File: src/logic/overlay_pkg.sv
package overlay_pkg;

    localparam int X_W     = 11;
    localparam int Y_W     = 10;
    localparam int COLOR_W = 24;

    // field positions inside the box registers
    localparam int REG_Y_LSB  = 16;
    localparam int REG_EN_BIT = 24;

    typedef struct packed {
        logic [7:0]     r;
        logic [7:0]     g;
        logic [7:0]     b;
        logic           de;
        logic           hsync;
        logic           vsync;
        logic [X_W-1:0] x;
        logic [Y_W-1:0] y;
    } pixel_pack_t;

    typedef struct packed {
        logic [X_W-1:0]     start_x;
        logic [Y_W-1:0]     start_y;
        logic [X_W-1:0]     end_x;
        logic [Y_W-1:0]     end_y;
        logic [COLOR_W-1:0] color;   // r in the top byte, b in the bottom byte
        logic               en;
    } box_t;

    typedef struct packed {
        logic        psel;
        logic        penable;
        logic        pwrite;
        logic [7:0]  paddr;
        logic [31:0] pwdata;
    } apb_req_t;

    typedef struct packed {
        logic [31:0] prdata;
        logic        pready;
        logic        pslverr;
    } apb_rsp_t;

    // box registers are given at box 0, box k adds 16*k to the address
    typedef enum logic [7:0] {
        REG_CTRL  = 8'h00,
        REG_START = 8'h10,
        REG_END   = 8'h14,
        REG_COLOR = 8'h18
    } reg_off_e;

endpackage : overlay_pkg

File: src/logic/aim_overlay_top.sv
module aim_overlay_top
    import overlay_pkg::*;
#(
    parameter int N_BOX  = 2,
    parameter int BORDER = 2
) (
    input  logic        clk,
    input  logic        i_rst_n,

    input  apb_req_t    i_apb,
    output apb_rsp_t    o_apb,

    input  pixel_pack_t i_pack_1,
    input  pixel_pack_t i_pack_2,

    output pixel_pack_t o_pack,
    output logic        o_cam_sel
);

    box_t        [N_BOX-1:0] boxes;
    logic                    cam_sel_pend;
    pixel_pack_t             pack_ov_1;
    pixel_pack_t             pack_ov_2;

    box_regs #(
        .N_BOX(N_BOX)
    ) u_regs (
        .clk      (clk         ),
        .i_rst_n  (i_rst_n     ),
        .i_apb    (i_apb       ),
        .o_apb    (o_apb       ),
        .o_boxes  (boxes       ),
        .o_cam_sel(cam_sel_pend)
    );

    // both cameras share one box set
    box_overlay #(
        .N_BOX (N_BOX ),
        .BORDER(BORDER)
    ) u_overlay_1 (
        .clk    (clk      ),
        .i_rst_n(i_rst_n  ),
        .i_pack (i_pack_1 ),
        .i_boxes(boxes    ),
        .o_pack (pack_ov_1)
    );

    box_overlay #(
        .N_BOX (N_BOX ),
        .BORDER(BORDER)
    ) u_overlay_2 (
        .clk    (clk      ),
        .i_rst_n(i_rst_n  ),
        .i_pack (i_pack_2 ),
        .i_boxes(boxes    ),
        .o_pack (pack_ov_2)
    );

    pack_switch u_switch (
        .clk      (clk         ),
        .i_rst_n  (i_rst_n     ),
        .i_pack_1 (pack_ov_1   ),
        .i_pack_2 (pack_ov_2   ),
        .i_cam_sel(cam_sel_pend),
        .o_pack   (o_pack      ),
        .o_cam_sel(o_cam_sel   )
    );

endmodule : aim_overlay_top

File: src/logic/box_overlay.sv
module box_overlay
    import overlay_pkg::*;
#(
    parameter int N_BOX  = 2,
    parameter int BORDER = 2
) (
    input  logic                    clk,
    input  logic                    i_rst_n,
    input  pixel_pack_t             i_pack,
    input  box_t        [N_BOX-1:0] i_boxes,
    output pixel_pack_t             o_pack
);

    logic [N_BOX-1:0] hit;
    pixel_pack_t      pack_d;

    for (genvar k = 0; k < N_BOX; k++) begin : gen_hit
        logic in_x;
        logic in_y;
        logic edge_x;
        logic edge_y;

        assign in_x = (i_pack.x >= i_boxes[k].start_x) && (i_pack.x <= i_boxes[k].end_x);
        assign in_y = (i_pack.y >= i_boxes[k].start_y) && (i_pack.y <= i_boxes[k].end_y);

        // the sums are evaluated at integer width so they never wrap
        assign edge_x = (i_pack.x < i_boxes[k].start_x + BORDER) ||
                        (i_pack.x + BORDER > i_boxes[k].end_x);
        assign edge_y = (i_pack.y < i_boxes[k].start_y + BORDER) ||
                        (i_pack.y + BORDER > i_boxes[k].end_y);

        assign hit[k] = i_pack.de && i_boxes[k].en && in_x && in_y && (edge_x || edge_y);
    end

    always_comb begin
        pack_d = i_pack;
        // walk down so the lowest index is applied last and wins
        for (int k = N_BOX - 1; k >= 0; k--) begin
            if (hit[k]) begin
                {pack_d.r, pack_d.g, pack_d.b} = i_boxes[k].color;
            end
        end
    end

    always_ff @(posedge clk or negedge i_rst_n) begin
        if (!i_rst_n) begin
            o_pack <= '0;
        end else begin
            o_pack <= pack_d;
        end
    end

endmodule : box_overlay

File: src/logic/box_regs.sv
module box_regs
    import overlay_pkg::*;
#(
    parameter int N_BOX = 2
) (
    input  logic                 clk,
    input  logic                 i_rst_n,
    input  apb_req_t             i_apb,
    output apb_rsp_t             o_apb,
    output box_t     [N_BOX-1:0] o_boxes,
    output logic                 o_cam_sel
);

    logic [3:0]  box_sel;
    logic [3:0]  box_idx;
    logic [7:0]  sub_addr;
    logic        in_box;
    logic        is_ctrl;
    logic        hit_start;
    logic        hit_end;
    logic        hit_color;
    logic        mapped;
    logic        access;
    logic        wr_en;
    logic [31:0] rd_data;

    assign box_sel  = i_apb.paddr[7:4];
    assign box_idx  = box_sel - 4'd1;          // box 0 lives at 0x10
    assign sub_addr = {4'h1, i_apb.paddr[3:0]}; // folds every box onto the box 0 offsets

    assign in_box    = (box_sel != 4'd0) && (box_sel <= N_BOX);
    assign is_ctrl   = (i_apb.paddr == REG_CTRL);
    assign hit_start = in_box && (sub_addr == REG_START);
    assign hit_end   = in_box && (sub_addr == REG_END);
    assign hit_color = in_box && (sub_addr == REG_COLOR);

    // exact offset matches also reject any address that is not word aligned
    assign mapped = is_ctrl || hit_start || hit_end || hit_color;

    assign access = i_apb.psel && i_apb.penable;
    assign wr_en  = access && i_apb.pwrite && mapped;

    always_ff @(posedge clk or negedge i_rst_n) begin
        if (!i_rst_n) begin
            o_boxes   <= '0;
            o_cam_sel <= 1'b0;
        end else if (wr_en) begin
            if (is_ctrl) begin
                o_cam_sel <= i_apb.pwdata[0];
            end
            for (int k = 0; k < N_BOX; k++) begin
                if (box_idx == k) begin
                    if (hit_start) begin
                        o_boxes[k].start_x <= i_apb.pwdata[X_W-1:0];
                        o_boxes[k].start_y <= i_apb.pwdata[REG_Y_LSB +: Y_W];
                    end
                    if (hit_end) begin
                        o_boxes[k].end_x <= i_apb.pwdata[X_W-1:0];
                        o_boxes[k].end_y <= i_apb.pwdata[REG_Y_LSB +: Y_W];
                    end
                    if (hit_color) begin
                        o_boxes[k].color <= i_apb.pwdata[COLOR_W-1:0];
                        o_boxes[k].en    <= i_apb.pwdata[REG_EN_BIT];
                    end
                end
            end
        end
    end

    always_comb begin
        rd_data = '0;
        if (is_ctrl) begin
            rd_data[0] = o_cam_sel;
        end
        for (int k = 0; k < N_BOX; k++) begin
            if (box_idx == k) begin
                if (hit_start) begin
                    rd_data[X_W-1:0]            = o_boxes[k].start_x;
                    rd_data[REG_Y_LSB +: Y_W]   = o_boxes[k].start_y;
                end
                if (hit_end) begin
                    rd_data[X_W-1:0]            = o_boxes[k].end_x;
                    rd_data[REG_Y_LSB +: Y_W]   = o_boxes[k].end_y;
                end
                if (hit_color) begin
                    rd_data[COLOR_W-1:0]        = o_boxes[k].color;
                    rd_data[REG_EN_BIT]         = o_boxes[k].en;
                end
            end
        end
    end

    assign o_apb.prdata  = rd_data;              // zero for anything unmapped
    assign o_apb.pready  = 1'b1;                 // no wait states
    assign o_apb.pslverr = access && !mapped;

endmodule : box_regs

File: src/logic/pack_switch.sv
module pack_switch
    import overlay_pkg::*;
(
    input  logic        clk,
    input  logic        i_rst_n,
    input  pixel_pack_t i_pack_1,
    input  pixel_pack_t i_pack_2,
    input  logic        i_cam_sel,
    output pixel_pack_t o_pack,
    output logic        o_cam_sel
);

    logic        sel_q;
    pixel_pack_t active;

    assign active = sel_q ? i_pack_2 : i_pack_1;

    // the choice only moves during vsync of the stream on screen
    always_ff @(posedge clk or negedge i_rst_n) begin
        if (!i_rst_n) begin
            sel_q <= 1'b0;
        end else if (active.vsync) begin
            sel_q <= i_cam_sel;
        end
    end

    // o_cam_sel is registered with o_pack so it always names the source of o_pack
    always_ff @(posedge clk or negedge i_rst_n) begin
        if (!i_rst_n) begin
            o_pack    <= '0;
            o_cam_sel <= 1'b0;
        end else begin
            o_pack    <= active;
            o_cam_sel <= sel_q;
        end
    end

endmodule : pack_switch

File: config.mk
export PLATFORM = sky130hd
export DESIGN_NAME = aim_overlay_top
export DESIGN_NICKNAME = d
export VERILOG_FILES = /design/src/logic/overlay_pkg.sv /design/src/logic/aim_overlay_top.sv /design/src/logic/box_overlay.sv /design/src/logic/box_regs.sv /design/src/logic/pack_switch.sv
export SDC_FILE = /design/constraint.sdc
export NUM_CORES = 1
export LEC_CHECK = 0
export BUFFER_PORTS_ARGS = -buffer_cell sky130_fd_sc_hd__buf_2
export CORE_AREA = 2 2 199 201
export CTS_CLUSTER_DIAMETER = 120
export CTS_CLUSTER_SIZE = 24
export DETAILED_ROUTE_END_ITERATION = 7
export DIE_AREA = 0 0 201 203
export GPL_TIMING_DRIVEN = 0
export PLACE_DENSITY_LB_ADDON = 0.2
export SLEW_MARGIN = 10
export SYNTH_ARGS = -nofsm -noshare
export SYNTH_HDL_FRONTEND = slang
export SYNTH_HIERARCHICAL = 1
export SYNTH_SLANG_ARGS = --single-unit
File: constraint.sdc
create_clock -name clk -period 3.6 [get_ports clk]
set_input_delay 0.72 -clock clk [delete_from_list [all_inputs] [get_ports clk]]
set_output_delay 0.72 -clock clk [all_outputs]
set_load 0.02 [all_outputs]
# After elaboration in Yosys (flattened, before gate mapping)
# Cells that the tools add are included.
classes:
  addsub: 9
  magnitude_cmp: 33
  n_eq_ne: 3
  n_mux: 18
  n_reduce_logical: 59
op_table:
  columns: ["cell", "count"]
  rows:
  - ["greater-than comparator 32 x 10 -> 1 bit", 4]
  - ["greater-than comparator 32 x 11 -> 1 bit", 4]
  - ["< comparator 10 x 32 -> 1 bit", 4]
  - ["< comparator 11 x 32 -> 1 bit", 4]
  - ["2-to-1 mux 24 bit", 4]
  - ["2-to-1 mux 26 bit", 2]
  - ["2-to-1 mux 25 bit", 2]
  - ["adder 11 x 2 -> 12 bit, second input constant", 4]
  - ["2-to-1 mux 48 bit", 1]
  - ["adder 10 x 2 -> 11 bit, second input constant", 4]
  - ["greater-or-equal comparator 11 bit", 4]
  - ["less-or-equal comparator 11 bit", 4]
  - ["2-to-1 mux 11 bit", 4]
  - ["greater-or-equal comparator 10 bit", 4]
  - ["less-or-equal comparator 10 bit", 4]
  - ["2-to-1 mux 10 bit", 4]
  - ["logical AND 1 bit", 32]
  - ["AND reduction 3 bit", 6]
  - ["logical OR 1 bit", 15]
  - ["zero test 4 bit", 2]
  - ["zero test 8 bit", 1]
  - ["== test 4 x 1 -> 1 bit, second input constant", 1]
  - ["== test 4 x 3 -> 1 bit, second input constant", 1]
  - ["== test 4 bit, second input constant", 1]
  - ["6 further kinds", 6]
totals:
  register_bits: 281
  output_inout_bits: 83
  word_cells: 161

# Longest topological paths before layout
depth:
  ltp_word: 11
  ltp_mapped: 15

# Cells and area by module
# The synthesis kept the hierarchy.
by_module_without_submodules:
  columns: ["module", "instances", "cells_per_inst", "area_per_inst_um2"]
  rows:
  - ["box_overlay at u_overlay_1", 1, 687, 6523.8]
  - ["box_overlay at u_overlay_2", 1, 686, 6401.1]
  - ["box_regs", 1, 497, 6301.0]
  - ["pack_switch", 1, 106, 1884.3]

# Worst setup path after synthesis
# OpenSTA, ideal clock, no wires.
synth_path:
  path_kind: "in2reg"
  from: "in i_pack_1[11] in the netlist's numbering"
  to: "reg u_overlay_1/o_pack[27] in the netlist's numbering"
  setup_ns: 0.125
  arrival_time_ns: 3.571
  t_required_ns: 3.475
  slack_ns: -0.096
  stages: 14
  n_path_buf: 1
  cell_sequence: "ha_1 and3_1 nand3_1 xnor2_1 ha_1 a21o_1 a21oi_1 o21ai_0 o31ai_1 o311ai_0 o31ai_4 buf_6 mux2_4 mux2_4"
synth_lines:
  columns: ["item", "line", "source"]
  rows:
  - ["from (decl)", "aim_overlay_top.sv:13", "input pixel_pack_t i_pack_1,"]
  - ["to (signal assigned)", "box_overlay.sv:49", "o_pack <= pack_d;"]
  - ["to (decl)", "box_overlay.sv:11", "output pixel_pack_t o_pack"]

==> summary.md <==
| Metric | Value |
|---|---|
| Non-Filler Instances | about 2800 |
| Final ANT Viol Nets | 0 |
| Via count | about 17000 |
| Worst path max stage delay | 510 ps |
| Layout cells sized above 1 | between 20% and 30% |
| Initial antenna violation count | 2 |
| Cell depth of the worst setup path | 14 |
| Register area | ~0.007 mm² |
| TritonRoute pass-1 iters | 5 |
| CTS buffer count | 16 |
| Placed cell count | approximately 2700 |
| Worst Slack Setup Final | about 53 ps |
| Slew Viols, Final | 0 |
| Sequential area share after synthesis | 33.3% |
| Crit. End Element | flop |
| Fin. Hold Viols | 0 |
| Critical path endpoint | u_overlay_2/o_pack[38]$_DFF_PN0_ |
| Final core utilization | about 63% |
| Hold-fix buffers at CTS | 0 |
| HPWL Detailed | approximately 48000 µm |
| Final GP Congestion | between 0.9 and 1 |
| DRT Wirelength | around 63000 µm |
| CP Launch Type | flop |
| Die H | just over 200 µm |
| Crit Path Category | reg2reg |
| Fill cells | about 3200 |
| Row count | just over 70 |
| H-tree depth | 1 |
| Tightest Hold Check Type | in2async |
| Hold Slack | roughly 140 ps |
| Worst-Skew Late Latency | approximately 530 ps |
| CP top delay family | compound AO/OA/AOI/OAI gates |
| Post-DR wirelength/cell | approximately 23 µm |
| Final setup viols | 0 |
| Crit Reg-Reg Endpoint | u_overlay_2/o_pack[38]$_DFF_PN0_ |
| Multi-input logic area | around 0.013 mm² |
| TritonCTS clock tree | done |
| Layout Area Growth over Synthesis | 14.7% |
| Synth top area share | between 30% and 40% |
| Mapped cell area | about 0.021 mm² |
| Ports | ~220 |
| Critical path cell sequence | ha_4 -> nand2_4 -> nor2_4 -> xnor2_1 -> ha_1 -> buf_6 -> a2111oi_4 -> a21oi_2 -> o311a_1 -> a211oi_4 -> buf_12 -> clkbuf_16 -> mux2_2 -> mux2_2 |
| DRC Markers | 0 |
| Top FF cell, synth | dfrtp_1 |
| Pwr Density | ~270 mW/mm² |
| Fin nets | around 2700 |
| Post-synth EDFFs | 0 |
| Pre-CTS WS | -1210 ps |
| Crit path launch | u_regs/o_boxes[124]$_DFFE_PN0P_ |
| Fmax | roughly 0.28 GHz |
| Post-route design area | about 0.024 mm² |
| Yosys top cell by area | dfrtp_1 |
| DP Area | 0.0229 mm² |
| R2R Setup Slk | ~53 ps |
| Tot Pwr | 6.54 mW |
| Largest net degree at the start of global routing | around 110 |
| Slowest-stage cell, CP | dfrtp_2 |
| Grt ovf | 0 |
| Crit-path most repeated cell | mux2_2 |
| Slew at the pin closest to its max-slew limit | ~800 ps |
| Detailed router's first-iteration violation count | approximately 970 |
| Mean post-synth cell area | roughly 11 µm² |
| Period minus WS final | 3550 ps |
| Starting density of the core | 54.9% |
| CTS Sinks | approximately 280 |
| FF-to-FF path depth | 14 |
| Part of the cycle the worst path needs | between 90% and 100% |
| Unique masters post-synth | 88 |
| Max Root-Sink Buffers | 3 |
| Max IR drop VDD | 0.000428 V |
| Die area | 0.0408 mm² |
| Global-route wire length before repair | between 90000 and 100000 µm |
| Clock root buffer | clkbuf_16 |
| Highest net fanout along the worst path | 6 |
| Setup TNS | 0 ps |
| LEAKAGE | about 11 nW |
| CTS clk-pin slew, worst paths | 100 ps |
| Synthesis Warnings | 6 |
| Post-Synthesis Cells | slightly below 2000 |
| Via density | between 5 and 6 |
| Core ar. | 0.0385 mm² |
| CP bufs+invs | 3 |
| Worst Skew | 35.9 ps |
| Worst Path Arrival | between 3000 and 4000 ps |
| Vias in the first global route | 16800 |
| Ranking of synthesized cells by area | dfrtp_1, ha_1, mux2_2, mux2_4, xnor2_1 |
| Worst Path Required | around 4000 ps |
| RR Startpoint | u_regs/o_boxes[124]$_DFFE_PN0P_ |
| Port Buffers | approximately 210 |
| Max cap viols | 0 |
| Yosys reg bits | approximately 280 |
| Asr flop ratio synth | 100% |
| Status | finished clean |
| Max-Slew Margin vs Limit | between 40 and 50% |
| Die X | 201 µm |
| All-layer global routing usage | 30.0% |
-- flip-flops by register name, summed over array words and instances, names as in the netlist --
signal	cells
u_overlay_1/o_pack	48
u_overlay_2/o_pack	48
u_regs/o_boxes	134
u_regs/o_cam_sel	1
u_switch/o_cam_sel	1
u_switch/o_pack	48
u_switch/sel_q	1
-- worst min-delay path by stage --
| stage | start | to | slack (ps) |
|---|---|---|---|
| floorplan | u_overlay_2/o_pack[21]$_DFF_PN0_ | u_switch/sel_q$_DFFE_PN0P_ | 410 |
| global placement | u_overlay_2/o_pack[21]$_DFF_PN0_ | u_switch/sel_q$_DFFE_PN0P_ | 420 |
| detailed placement | u_overlay_2/o_pack[21]$_DFF_PN0_ | u_switch/sel_q$_DFFE_PN0P_ | 430 |
| CTS | i_rst_n | u_overlay_2/o_pack[1]$_DFF_PN0_ | 130 |
| global route | i_rst_n | u_overlay_1/o_pack[0]$_DFF_PN0_ | 160 |
| finish | i_rst_n | u_switch/o_pack[1]$_DFF_PN0_ | 140 |
-- cells in the mapped netlist (7+ instances only) --
| library cell | instances |
|---|---|
| nor3_1 | 24 |
| o22ai_1 | 24 |
| o21ai_0 | 47 |
| o21bai_1 | 12 |
| a21oi_1 | 99 |
| a22o_1 | 22 |
| o21a_1 | 16 |
| and3_1 | 17 |
| xnor2_1 | 78 |
| nand2b_1 | 13 |
| a31oi_1 | 8 |
| inv_1 | 175 |
| dfrtp_1 | 281 |
| a21o_1 | 30 |
| a211oi_1 | 22 |
| xor2_1 | 12 |
| nand2_1 | 56 |
| nand3_1 | 68 |
| and4_1 | 7 |
| nor2_1 | 90 |
| a22oi_1 | 44 |
| ha_1 | 332 |
| buf_4 | 24 |
| nor2b_1 | 13 |
| mux2_1 | 49 |
| clkbuf_1 | 19 |
| mux2_2 | 171 |
| nand4_1 | 45 |
| mux2_4 | 59 |
| o211ai_1 | 14 |
-- per-layer routing --
| layer | part of all wire, % | up-vias | GRT usage [%] | wire length, µm |
|---|---|---|---|---|
| li1 | - | 7794 | - | - |
| met3 | 5.1 | 135 | 3.27 | 3200 |
| met4 | 4.4 | 0 | 12.5 | 2740 |
| met1 | 42 | 8113 | 38.4 | 26300 |
| met2 | 49 | 521 | 51.6 | 30600 |
| met5 | 0 | - | 0 | 0 |
-- cell usage in the layout (no fill, tap or decap), types with 55 or more instances in the layout --
cell,count
a21oi_1,95
buf_2,190
buf_4,57
dfrtp_1,263
ha_1,326
inv_1,175
mux2_2,171
mux2_4,60
nand2_1,55
nand3_1,65
nor2_1,86
xnor2_1,76
-- power breakdown --
| part | total, mW | switching (mW) | leakage [nW] | internal, mW |
|---|---|---|---|---|
| Combinational | 1.28 | 0.738 | 7.03 | 0.539 |
| Sequential | 3.32 | 0.0634 | 3.56 | 3.26 |
| Clock | 1.94 | 1.07 | 0.228 | 0.870 |
| Total | 6.54 | 1.87 | 10.8 | 4.67 |
-- area by class of cell --
class                   instances  share of cell area (%)
diodes                          2                  0.0207
plain buffers                  56                    1.77
clock buffers                  17                    1.76
clock inverters                 3                   0.139
inverters                     176                    2.73
multi-input cells            1468                    55.0
flip-flops and latches        281                    29.1
well taps                     518                    2.68
repair buffers                252                    6.78
-- cells by family after synthesis --
logic type | share of synthesized area [%]
and+or+nand+nor | 9.13
xor gates and xnor gates | 3.73
DFF | 33.3
muxes | 16.0
adders and majority gates | 19.7
AOI/OAI and AO/OA | 13.2
other | 0.0356
buffers and inverters | 4.93
-- repair_timing --
action / CTS / global route
resized for setup: 34 / 91
endpoints found under the setup margin: 48 / 63
pin swaps: 6 / 16
cloned: 0 / 4
buffers inserted: 14 / 24
No activity file was read; power rests on OpenSTA's default activity.
